`config.mk`:
```
export PLATFORM = sky130hd
export DESIGN_NAME = router_top
export DESIGN_NICKNAME = d
export VERILOG_FILES = /design/src/design/router_pkg.sv /design/src/design/route_if.sv /design/src/design/router_top.sv /design/src/design/route_lookup.sv /design/src/design/route_table.sv
export SDC_FILE = /design/constraint.sdc
export NUM_CORES = 1
export LEC_CHECK = 0
export ABC_AREA = 1
export BUFFER_PORTS_ARGS = -buffer_cell sky130_fd_sc_hd__buf_2
export CAP_MARGIN = 15
export CORE_MARGIN = 2
export CORE_UTILIZATION = 32
export CTS_BUF_LIST = sky130_fd_sc_hd__clkbuf_16
export CTS_CLUSTER_SIZE = 16
export DETAILED_ROUTE_END_ITERATION = 10
export PLACE_DENSITY = 0.59
export SYNTH_ARGS = -nofsm -noshare
export SYNTH_HDL_FRONTEND = slang
export SYNTH_HIERARCHICAL = 1
export SYNTH_SLANG_ARGS = --single-unit
```
`constraint.sdc`:
```
create_clock -name clk -period 3.25 [get_ports clk]
set_clock_uncertainty 0.1 [all_clocks]
set_input_delay 0.1625 -clock clk [delete_from_list [all_inputs] [get_ports clk]]
set_output_delay 0.1625 -clock clk [all_outputs]
set_load 0.005 [all_outputs]
```
`src/design/router_pkg.sv`:
```
// port enums, P4 id constants, route entry type and register map
// port id translation functions shared by the router blocks
`default_nettype none

package router_pkg;

    ////////////////////
    // port numbering

    typedef enum logic [3:0] {
        cpu,                                    // 0
        oisl0,
        oisl1,
        ecp0,
        ecp1,
        hdr0,
        hdr1,
        ecg0,
        ecg1,
        ecg2,
        ecg3                                    // 10
    } rtl_port_e;

    localparam logic [7:0] CPU_P4_ID   = 8'd0;
    localparam logic [7:0] OISL0_P4_ID = 8'd20;
    localparam logic [7:0] OISL1_P4_ID = 8'd21;
    localparam logic [7:0] ECP0_P4_ID  = 8'd40;
    localparam logic [7:0] ECP1_P4_ID  = 8'd41;
    localparam logic [7:0] HDR0_P4_ID  = 8'd60;
    localparam logic [7:0] HDR1_P4_ID  = 8'd61;
    localparam logic [7:0] ECG0_P4_ID  = 8'd80;
    localparam logic [7:0] ECG1_P4_ID  = 8'd81;
    localparam logic [7:0] ECG2_P4_ID  = 8'd82;
    localparam logic [7:0] ECG3_P4_ID  = 8'd83;

    localparam logic [7:0] P4_ID_NONE    = 8'hFF;  // no such p4 port
    localparam logic [3:0] RTL_PORT_NONE = 4'hF;   // no such rtl port

    ////////////////////
    // route table

    typedef struct packed {
        logic       en;                         // entry valid
        logic [7:0] egr_id;                     // p4 egress id
    } route_entry_t;

    localparam int NUM_ROUTES = 16;

    localparam logic [4:0] CFG_ADDR_DROP_CNT = 5'd16;  // write clears
    localparam logic [4:0] CFG_ADDR_LAST     = 5'd16;  // highest mapped addr

    typedef enum logic [1:0] {
        idle,
        write,
        read
    } cfg_op_e;

    ////////////////////
    // id translation

    function automatic logic [7:0] ingress_to_p4(input logic [3:0] port);
        case (port)
            cpu     : return CPU_P4_ID;
            oisl0   : return OISL0_P4_ID;
            oisl1   : return OISL1_P4_ID;
            ecp0    : return ECP0_P4_ID;
            ecp1    : return ECP1_P4_ID;
            hdr0    : return HDR0_P4_ID;
            hdr1    : return HDR1_P4_ID;
            ecg0    : return ECG0_P4_ID;
            ecg1    : return ECG1_P4_ID;
            ecg2    : return ECG2_P4_ID;
            ecg3    : return ECG3_P4_ID;
            default : return P4_ID_NONE;        // 11..15 unknown
        endcase
    endfunction

    function automatic logic [3:0] p4_to_egress(input logic [7:0] id);
        case (id)
            CPU_P4_ID   : return cpu;
            OISL0_P4_ID : return oisl0;
            OISL1_P4_ID : return oisl1;
            ECP0_P4_ID  : return ecp0;
            ECP1_P4_ID  : return ecp1;
            HDR0_P4_ID  : return hdr0;
            HDR1_P4_ID  : return hdr1;
            ECG0_P4_ID  : return ecg0;
            ECG1_P4_ID  : return ecg1;
            ECG2_P4_ID  : return ecg2;
            ECG3_P4_ID  : return ecg3;
            default     : return RTL_PORT_NONE;
        endcase
    endfunction

endpackage

`default_nettype wire
```
`src/design/route_if.sv`:
```
// lookup to route table interface
`timescale 1ns/1ns
`default_nettype none

interface route_if import router_pkg::*; ();

    logic [3:0]   key;                          // route index from byte 0
    logic         drop;                         // one pulse per dropped packet
    route_entry_t entry;                        // entry for current key

    // pipeline side
    modport lookup (
        output key,
        output drop,
        input  entry
    );

    // register block side
    modport tbl (
        output entry,
        input  key,
        input  drop
    );

endinterface

`default_nettype wire

```
`src/design/router_top.sv`:
```
// router top level with route table and lookup pipeline
`timescale 1ns/1ns
`default_nettype none

module router_top (
    input  logic        clk,
    input  logic        rst_n,

    // packet in
    input  logic        in_valid,
    input  logic [63:0] in_data,
    input  logic [7:0]  in_keep,
    input  logic        in_last,
    input  logic [3:0]  in_ing_port,

    // packet out
    output logic        out_valid,
    output logic [63:0] out_data,
    output logic [7:0]  out_keep,
    output logic        out_last,
    output logic [3:0]  out_ing_port,
    output logic [3:0]  out_egr_port,
    output logic        out_meta_valid,

    // config strobes
    input  logic        cfg_wr,
    input  logic        cfg_rd,
    input  logic [4:0]  cfg_addr,
    input  logic [15:0] cfg_wdata,
    output logic [15:0] cfg_rdata,
    output logic        cfg_rvalid,
    output logic        cfg_err
);

    route_if rt ();                             // key, entry, drop

    route_table i_route_table (
        .clk        ( clk        ),
        .rst_n      ( rst_n      ),
        .cfg_wr     ( cfg_wr     ),
        .cfg_rd     ( cfg_rd     ),
        .cfg_addr   ( cfg_addr   ),
        .cfg_wdata  ( cfg_wdata  ),
        .cfg_rdata  ( cfg_rdata  ),
        .cfg_rvalid ( cfg_rvalid ),
        .cfg_err    ( cfg_err    ),
        .rt         ( rt.tbl     )
    );

    route_lookup i_route_lookup (
        .clk            ( clk            ),
        .rst_n          ( rst_n          ),
        .in_valid       ( in_valid       ),
        .in_data        ( in_data        ),
        .in_keep        ( in_keep        ),
        .in_last        ( in_last        ),
        .in_ing_port    ( in_ing_port    ),
        .out_valid      ( out_valid      ),
        .out_data       ( out_data       ),
        .out_keep       ( out_keep       ),
        .out_last       ( out_last       ),
        .out_ing_port   ( out_ing_port   ),
        .out_egr_port   ( out_egr_port   ),
        .out_meta_valid ( out_meta_valid ),
        .rt             ( rt.lookup      )
    );

endmodule

`default_nettype wire

```
`src/design/route_lookup.sv`:
```
// two stage packet pipeline with port translation, route lookup
// and whole packet drop
`timescale 1ns/1ns
`default_nettype none

module route_lookup import router_pkg::*; (
    input  logic        clk,
    input  logic        rst_n,
    input  logic        in_valid,
    input  logic [63:0] in_data,
    input  logic [7:0]  in_keep,
    input  logic        in_last,
    input  logic [3:0]  in_ing_port,
    output logic        out_valid,
    output logic [63:0] out_data,
    output logic [7:0]  out_keep,
    output logic        out_last,
    output logic [3:0]  out_ing_port,
    output logic [3:0]  out_egr_port,
    output logic        out_meta_valid,
    route_if.lookup     rt
);

    logic        in_pkt;                        // inside a packet on input
    logic        in_first;

    logic        s1_valid;
    logic        s1_first;
    logic [63:0] s1_data;
    logic [7:0]  s1_keep;
    logic        s1_last;
    logic [3:0]  s1_key;
    logic [7:0]  s1_ing_p4;
    logic [3:0]  s1_ing_port;

    logic [3:0]  egr_port;
    logic        drop_now;                      // decision for a first beat
    logic        drop_cur;                      // decision for this beat
    logic        pkt_drop;                      // held across the packet

    ////////////////////
    // stage 1

    assign in_first = in_valid && !in_pkt;

    always_ff @(posedge clk or negedge rst_n) begin
        if (!rst_n) begin
            in_pkt   <= 1'b0;
            s1_valid <= 1'b0;
            s1_first <= 1'b0;
        end else begin
            if (in_valid) begin
                in_pkt <= !in_last;             // closes on last beat
            end
            s1_valid <= in_valid;
            s1_first <= in_first;
        end
    end

    always_ff @(posedge clk) begin
        s1_data <= in_data;
        s1_keep <= in_keep;
        s1_last <= in_last;
        if (in_first) begin
            s1_key      <= in_data[3:0];        // low nibble of byte 0
            s1_ing_p4   <= ingress_to_p4(in_ing_port);
            s1_ing_port <= in_ing_port;
        end
    end

    ////////////////////
    // stage 2

    assign rt.key   = s1_key;
    assign egr_port = p4_to_egress(rt.entry.egr_id);

    assign drop_now = s1_ing_p4 == P4_ID_NONE
                   || !rt.entry.en
                   || egr_port == RTL_PORT_NONE
                   || egr_port == s1_ing_port;  // hairpin

    assign drop_cur = s1_first ? drop_now : pkt_drop;

    always_ff @(posedge clk or negedge rst_n) begin
        if (!rst_n) begin
            pkt_drop       <= 1'b0;
            out_valid      <= 1'b0;
            out_meta_valid <= 1'b0;
            rt.drop        <= 1'b0;
        end else begin
            if (s1_valid) begin
                pkt_drop <= s1_last ? 1'b0 : drop_cur;
            end
            out_valid      <= s1_valid && !drop_cur;
            out_meta_valid <= s1_valid && s1_first && !drop_now;
            rt.drop        <= s1_valid && s1_first && drop_now;
        end
    end

    always_ff @(posedge clk) begin
        out_data <= s1_data;
        out_keep <= s1_keep;
        out_last <= s1_last;
        if (s1_first) begin
            out_ing_port <= s1_ing_port;        // original rtl number
            out_egr_port <= egr_port;
        end
    end

endmodule

`default_nettype wire

```
`src/design/route_table.sv`:
```
// route entry registers, drop counter and strobe register access
`timescale 1ns/1ns
`default_nettype none

module route_table import router_pkg::*; (
    input  logic        clk,
    input  logic        rst_n,
    input  logic        cfg_wr,
    input  logic        cfg_rd,
    input  logic [4:0]  cfg_addr,
    input  logic [15:0] cfg_wdata,
    output logic [15:0] cfg_rdata,
    output logic        cfg_rvalid,
    output logic        cfg_err,
    route_if.tbl        rt
);

    route_entry_t entries [NUM_ROUTES];
    logic [15:0]  drop_cnt;
    cfg_op_e      op;
    logic         is_entry;                     // addr hits route table
    logic         addr_ok;
    logic [15:0]  rd_word;

    ////////////////////
    // strobe decode

    always_comb begin
        if (cfg_wr) begin
            op = write;                         // write wins a collision
        end else if (cfg_rd) begin
            op = read;
        end else begin
            op = idle;
        end
    end

    assign is_entry = cfg_addr < 5'(NUM_ROUTES);
    assign addr_ok  = cfg_addr <= CFG_ADDR_LAST;

    ////////////////////
    // storage

    always_ff @(posedge clk or negedge rst_n) begin
        if (!rst_n) begin
            for (int i = 0; i < NUM_ROUTES; i++) begin
                entries[i] <= '0;               // all routes disabled
            end
        end else if (op == write && is_entry) begin
            entries[cfg_addr[3:0]] <= route_entry_t'(cfg_wdata[8:0]);
        end
    end

    always_ff @(posedge clk or negedge rst_n) begin
        if (!rst_n) begin
            drop_cnt <= '0;
        end else if (op == write && cfg_addr == CFG_ADDR_DROP_CNT) begin
            drop_cnt <= '0;                     // clear beats increment
        end else if (rt.drop && drop_cnt != '1) begin
            drop_cnt <= drop_cnt + 16'd1;       // saturating
        end
    end

    assign rt.entry = entries[rt.key];          // old value on same-cycle write

    ////////////////////
    // read back

    always_comb begin
        if (is_entry) begin
            rd_word = {7'd0, entries[cfg_addr[3:0]]};
        end else if (cfg_addr == CFG_ADDR_DROP_CNT) begin
            rd_word = drop_cnt;
        end else begin
            rd_word = '0;                       // unmapped
        end
    end

    always_ff @(posedge clk or negedge rst_n) begin
        if (!rst_n) begin
            cfg_rvalid <= 1'b0;
            cfg_err    <= 1'b0;
        end else begin
            cfg_rvalid <= op == read;
            cfg_err    <= op != idle && !addr_ok;
        end
    end

    always_ff @(posedge clk) begin
        if (op == read) begin
            cfg_rdata <= rd_word;
        end
    end

endmodule

`default_nettype wire

```
; After elaboration in Yosys (flattened, before gate mapping)
; Memory sizes are Yosys's and may differ from the RTL's. A register that Yosys moved wholly into a read port is not among the register bits.
; Cells that the tools add are included.
[op_classes]
n_addsub = 1
reduce_logical = 23
eq_ne = 17
mux = 18
n_lt_le_gt_ge = 5
bitwise_logic = 3
[op_table]
columns = op, count
row1 = bitwise mux 144 bit, 1
row2 = binary-select mux 9 bit (select 4 bit), 2
row3 = two-way mux 9 bit, 7
row4 = case mux 4 bit (11 select lines), 1
row5 = demux 9 bit (select 4 bit), 1
row6 = == test 8 x 6 -> 1 bit (second input constant), 4
row7 = == test 8 x 7 -> 1 bit (second input constant), 4
row8 = two-way mux 16 bit, 2
row9 = adder 16 x 1 -> 16 bit (second input constant), 1
row10 = == test 8 x 5 -> 1 bit (second input constant), 2
row11 = inequality test 16 bit (second input constant), 1
row12 = greater-or-equal comparator 5 bit (second input constant), 2
row13 = logical AND 1 bit, 10
row14 = NOT 4 -> 5 bit, 2
row15 = == test 8 bit (second input constant), 1
row16 = logical NOT 8 bit, 1
row17 = logical NOT 1 bit, 6
row18 = == test 5 bit (second input constant), 1
row19 = <= comparator 5 bit (second input constant), 1
row20 = less-than comparator 5 x 1 -> 1 bit (second input constant), 1
row21 = less-than comparator 5 bit (second input constant), 1
row22 = == test 4 bit, 1
row23 = == test 4 bit (second input constant), 1
row24 = two-way mux 2 bit, 2
row25 = other kinds (7), 11
[word_totals]
mem_count = 1
rom_bits = 128
input_bits = 103
register_bits = 347
elab_cells = 122
[mem_list]
columns = memory, depth, width, rd, rd_ports_with_merged_regs, wr, line
row1 = (name not given), 16, 8, 1, 1, 0, router_pkg.sv:62  ; case (port)

; Longest topological paths before layout
[depth]
ltp_word = 12
mapped_depth = 24
depth_no_buf = 22

; By module
; Netlist, hierarchy kept.
[by_module_without_submodules]
columns = module, seq_area_each_um2, area_per_inst_um2, n_inst, cells_each
row1 = route_table, 4534.3, 10079.7, 1, 1398
row2 = route_lookup, 3788.6, 4456.8, 1, 309

; Least setup slack after synthesis
; No wires, ideal clock.
[synth_timing]
path_type = register -> register
startpoint = register i_route_lookup.s1_key[1] (netlist: i_route_lookup/rt.key[1])
endpoint = register i_route_lookup.pkt_drop
path_buffers = 2
setup_time_ns = 0.122
arrival_ns = 2.306
t_required_ns = 3.028
setup_slack_ns = 0.722
period_less_slack_ns = 2.528
path_stages_with_launch = 24
cell_sequence = edfxtp_1 clkbuf_1 clkbuf_1 a21oi_1 o21ai_0 nand3_1 nand3_1 nand2_1 inv_2 nand2_1 nor2_2 nand2_2 nor2_2 nor2_1 nand2_1 nand2_1 nand2_1 clkinv_1 nand2_1 nor2_1 nand2_2 nand3_2 nand2_2 nor2_2
[synth_rtl]
columns = item, line
row1 = "start, declared", route_lookup.sv:32  ; logic [3:0] s1_key;
row2 = "start signal, assigned", route_lookup.sv:65  ; s1_key <= in_data[3:0];
row3 = "end signal, assigned", route_lookup.sv:92  ; pkt_drop <= s1_last ? 1'b0 : drop_cur;
row4 = "end, declared", route_lookup.sv:39  ; logic pkt_drop;

==> reports/summary.md <==
The run gives 11,800 as the number of global-route vias before repair. The synthesized design contains 354 register bits. Relative to the synthesized area, the layout overhead comes to 26.4%. The core region is 0.0451 mm^2.

Clock tree synthesis found a total of 354 sinks. The classification of the worst setup path was reg2reg. The tools report the startpoint of the lowest-slack hold path as cfg_wdata[8]. The maximum VDD drop was 517 uV. The logic depth of the worst register-to-register path is 23, and the cell count after synthesis is 1,707. Entering global routing, the biggest net connects 102 pins. The run gives 6 as the number of warnings issued by yosys. Row generation in the floorplan step produced 78 rows. For the worst setup path, the data arrival time is 3.31 ns. Final routed DRC violation total: 0. Once placement finished, the instance area stood at 0.0161 mm^2. The average cell area after synthesis was 8.52 um^2.

The number of enable-type register cells in the synthesized netlist is 39, and the static leakage is 8.75 nW. The setup TNS came out at 0 ns. After the first detailed-routing iteration, the DRC count stood at 943. The post-route netlist has 18.4% of its cells at a drive strength greater than 1. Clock tree synthesis inserted a total of 41 buffers. The share of synthesized flip-flops with an asynchronous set or reset was 47.7%. The net count of the finished layout is 2,080. The die boundary width was 217 um; the estimated wirelength of the detail-placed design was 25,000 um. Buffers placed on the I/O ports in this run total 196. The initial antenna violation count is 3.

204 I/O pins were placed. The top fanout value on the critical path was 57. STA classifies the critical path endpoint as a register. Across the run, the number of max-cap violations was 0. At the end of routability-driven placement, the weighted congestion stood at 0.878.

With fillers left out, the area of the finished cells amounts to 0.0184 mm^2. The final route contains 12,100 vias. Among all flip-flop cells after synthesis, the most frequent one is dfrtp_1. For this run, the detailed router's first-pass iteration total came to 5. STA classifies the critical path startpoint as a register. The worst path needs 2.93 ns of the cycle, external delays included. Ratio of routed vias to standard cells: 4.65.

The tools report the cell area after technology mapping as 0.0145 mm^2. The tools report the endpoint of the worst hold-timing path as i_route_table/entries[116]$_DFFE_PN0P_. Summed over all layers, the routed wires come to 40,000 um.

The flow ran to the end, and the final reports show no timing, DRC or antenna violations. For this run, the total global-route usage over all layers was measured as 16.9%. The tools report the post-route antenna net violation count as 0. In this run the tightest slew margin relative to its limit is 43.5%. Power spread over the standard cell area amounts to 628 mW/mm^2. STA puts the critical path data required time at 3.63 ns. Once the floorplan was initialized, standard cells occupied 32.2% of the core.

At the pin with the least slew margin, the transition time is 0.846 ns. The first global-routing pass estimated 62,900 um of wire. The worst hold path belongs to the class in2reg. In this run the vertical extent of the chip is 217 um.

Number of cells on the worst hold path: 3. The tools report the clock root buffer as clkbuf_16. The ratio of final minimum period to clock period is 90.1%, and the number of hold violations in the final report is 0. After clock tree synthesis, the clock-pin slew on the worst setup and hold paths is 0.06 ns.

The longest clock path from root to sink contains 3 buffers. Post-detailed-route wirelength per cell: 15.3 um. The level count of the clock H-tree was 2. The run gives 0 as the count of pins over their slew limit. Setup repair after global routing left no endpoint under its margin.

TritonCTS built the clock tree. The later pin in the worst-skew pair is clocked with a latency of 0.56 ns. Static timing analysis puts the maximum clock frequency at 341 MHz.

Buffers added to address setup during post-CTS repair amount to 0. The number of different library cells used by synthesis comes to 38. The tools report the capture point of the worst reg-to-reg path as i_route_lookup/pkt_drop$_DFFE_PN0P_. The setup check on the worst reg-to-reg path leaves a slack of 0.32 ns.

Setup violations remaining at the end of the flow were counted as 0. The worst register-to-register path begins at i_route_lookup/rt.key[0]$_DFFE_PP_. The logs give 0.0471 mm^2 for the floorplan die area and 57.3% for the register area share after synthesis. Summed over all layers, the global routing overflow is 0. The number of nets in the synthesized netlist is 1,816.
-- where the power goes --
group          switching [mW]  internal [mW]  total (mW)
clock network            1.90           2.90        4.80
logic                   0.874          0.599        1.47
registers               0.322           4.94        5.27
total                    3.09           8.44        11.5
-- how the worst max path moves through the flow --
stage	cells after the start	to	slack, ns	startpoint
floorplan	23	i_route_lookup/pkt_drop$_DFFE_PN0P_	0.72	i_route_lookup/rt.key[1]$_DFFE_PP_
global placement	22	i_route_lookup/pkt_drop$_DFFE_PN0P_	0.32	i_route_lookup/rt.key[0]$_DFFE_PP_
detailed placement	22	i_route_lookup/pkt_drop$_DFFE_PN0P_	0.30	i_route_lookup/rt.key[0]$_DFFE_PP_
CTS	22	i_route_lookup/pkt_drop$_DFFE_PN0P_	0.27	i_route_lookup/rt.key[0]$_DFFE_PP_
global route	23	i_route_lookup/pkt_drop$_DFFE_PN0P_	0.02	i_route_lookup/rt.key[0]$_DFFE_PP_
finish	23	i_route_lookup/pkt_drop$_DFFE_PN0P_	0.32	i_route_lookup/rt.key[0]$_DFFE_PP_
-- layer usage --
layer	part of all wire, %	wire length [um]	vias up	global-route usage (%)
li1	-	-	6011	-
met1	43	17100	5592	21.5
met2	46	18500	418	27.2
met3	7.3	2930	93	3.83
met4	3.7	1490	4	7.74
met5	0.053	21	-	0
-- logic make-up (layout without fill, tap and decap cells) --
kind of cell	after synthesis	after routing	share of synthesized area, %
flip-flops	354	354	57.3
AO/OA/AOI/OAI	314	314	11.4
multiplexers	5	5	0.344
AND/OR/NAND/NOR	813	813	23.8
buffers and inverters	211	507	6.41
adder cells (fa/ha/maj)	6	6	0.516
other	0	1	0
XOR/XNOR	4	4	0.241
-- final cells by class --
| cell class | instances | area, um^2 |
|---|---|---|
| repair buffers | 307 | 2120 |
| fillers | 4465 | 26700 |
| flip-flops and latches | 354 | 8320 |
| well taps | 600 | 751 |
| inverters | 125 | 472 |
| multi-input cells | 1142 | 5290 |
| clock buffers | 45 | 1130 |
| diodes | 1 | 2.50 |
| clock inverters | 30 | 285 |
-- repair_timing --
item | 4_1_cts | 5_1_grt
hold buffers | 84 | 0
endpoints found under the setup margin | 0 | 2
endpoints found under the hold margin | 164 | 0
gates resized for setup | 0 | 5
-- cells in the mapped netlist, types with 2 or more instances --
library cell  count  area (um^2)
nand2_1         616         2310
o21ai_0         213         1070
dfrtp_1         169         4230
dfxtp_1         146         2920
inv_1           111          417
nand3_1          56          280
nor2_1           56          210
a21oi_1          51          255
edfxtp_1         39         1170
nand2_2          36          225
clkbuf_1         33          124
o211ai_1         28          210
buf_2            20          100
o21ai_1          19         95.1
nand4_1          18          113
clkbuf_2         11         55.1
inv_2            10         37.5
buf_6             8         90.1
nor2_2            8         50.1
buf_1             7         26.3
buf_4             6         45.0
ha_1              6         75.1
mux2i_1           5         50.1
nor2_4            5         56.3
nand2_4           4         45.0
nand3b_1          4         30.0
nor3_4            4         65.1
xor2_1            4         35.0
clkinv_1          3         11.3
nand3_4           2         35.0
or2_2             2         12.5
-- layout by cell type (no fill, tap or decap), types with 5 or more instances in the layout --
master,Yosys,final
nand2_1,616,613
inv_2,10,10
clkbuf_16,0,45
nor2_2,8,8
dfrtp_1,169,169
o21ai_0,213,212
nand2_2,36,39
buf_12,1,7
nor2_4,5,5
mux2i_1,5,5
nor2_1,56,56
dfxtp_1,146,146
nand3_1,56,55
buf_2,20,195
inv_1,111,113
bufinv_16,0,5
clkinv_2,0,10
dlygate4sd3_1,0,84
ha_1,6,6
edfxtp_1,39,39
o21ai_1,19,20
nand4_1,18,18
a21oi_1,51,51
buf_4,6,20
o211ai_1,28,28
clkinv_1,3,10
-- flip-flops by register name (all words and copies together), names as in the netlist, 7 cells and up --
| name | flops |
|---|---|
| i_route_lookup/s1_ing_p4 | 7 |
| i_route_table/drop_cnt | 16 |
| i_route_lookup/s1_data | 64 |
| i_route_table/cfg_rdata | 16 |
| i_route_lookup/out_keep | 8 |
| i_route_table/entries | 144 |
| i_route_lookup/s1_keep | 8 |
| i_route_lookup/out_data | 64 |
-- worst max-delay path, cell delays in order, from the launching register on --
cell      delay [ns]
edfxtp_1        0.41
buf_12          0.18
buf_12          0.18
nor2_1          0.13
a21oi_1         0.05
o211ai_1        0.24
nand3_1         0.11
nand2_1         0.23
inv_2           0.09
nand2_1         0.11
nor2_1          0.06
nand2_2         0.09
nand2_1         0.06
nor2_1          0.13
nand2_1         0.09
nand2_1         0.06
nand2_1         0.05
clkinv_1        0.04
nand2_1         0.04
nor2_1          0.11
nand2_2         0.08
nand3_2         0.07
nand2_2         0.06
nor2_2          0.09
-- per-stage QoR --
stage	util [%]	cells	total power [mW]	hold WS, ns	setup slack, ns
2_1_floorplan	-	1707	6.22	-0.233	0.722
3_3_place_gp	35.7	2444	6.68	0.139	0.325
3_5_place_dp	35.7	2444	6.73	0.129	0.297
4_1_cts	40.7	2603	11.7	0.0162	0.275
5_1_grt	40.7	2604	12.1	0.0770	0.0154
6_report	40.7	2604	11.5	0.0564	0.321
No activity file was read; power rests on OpenSTA's default activity.
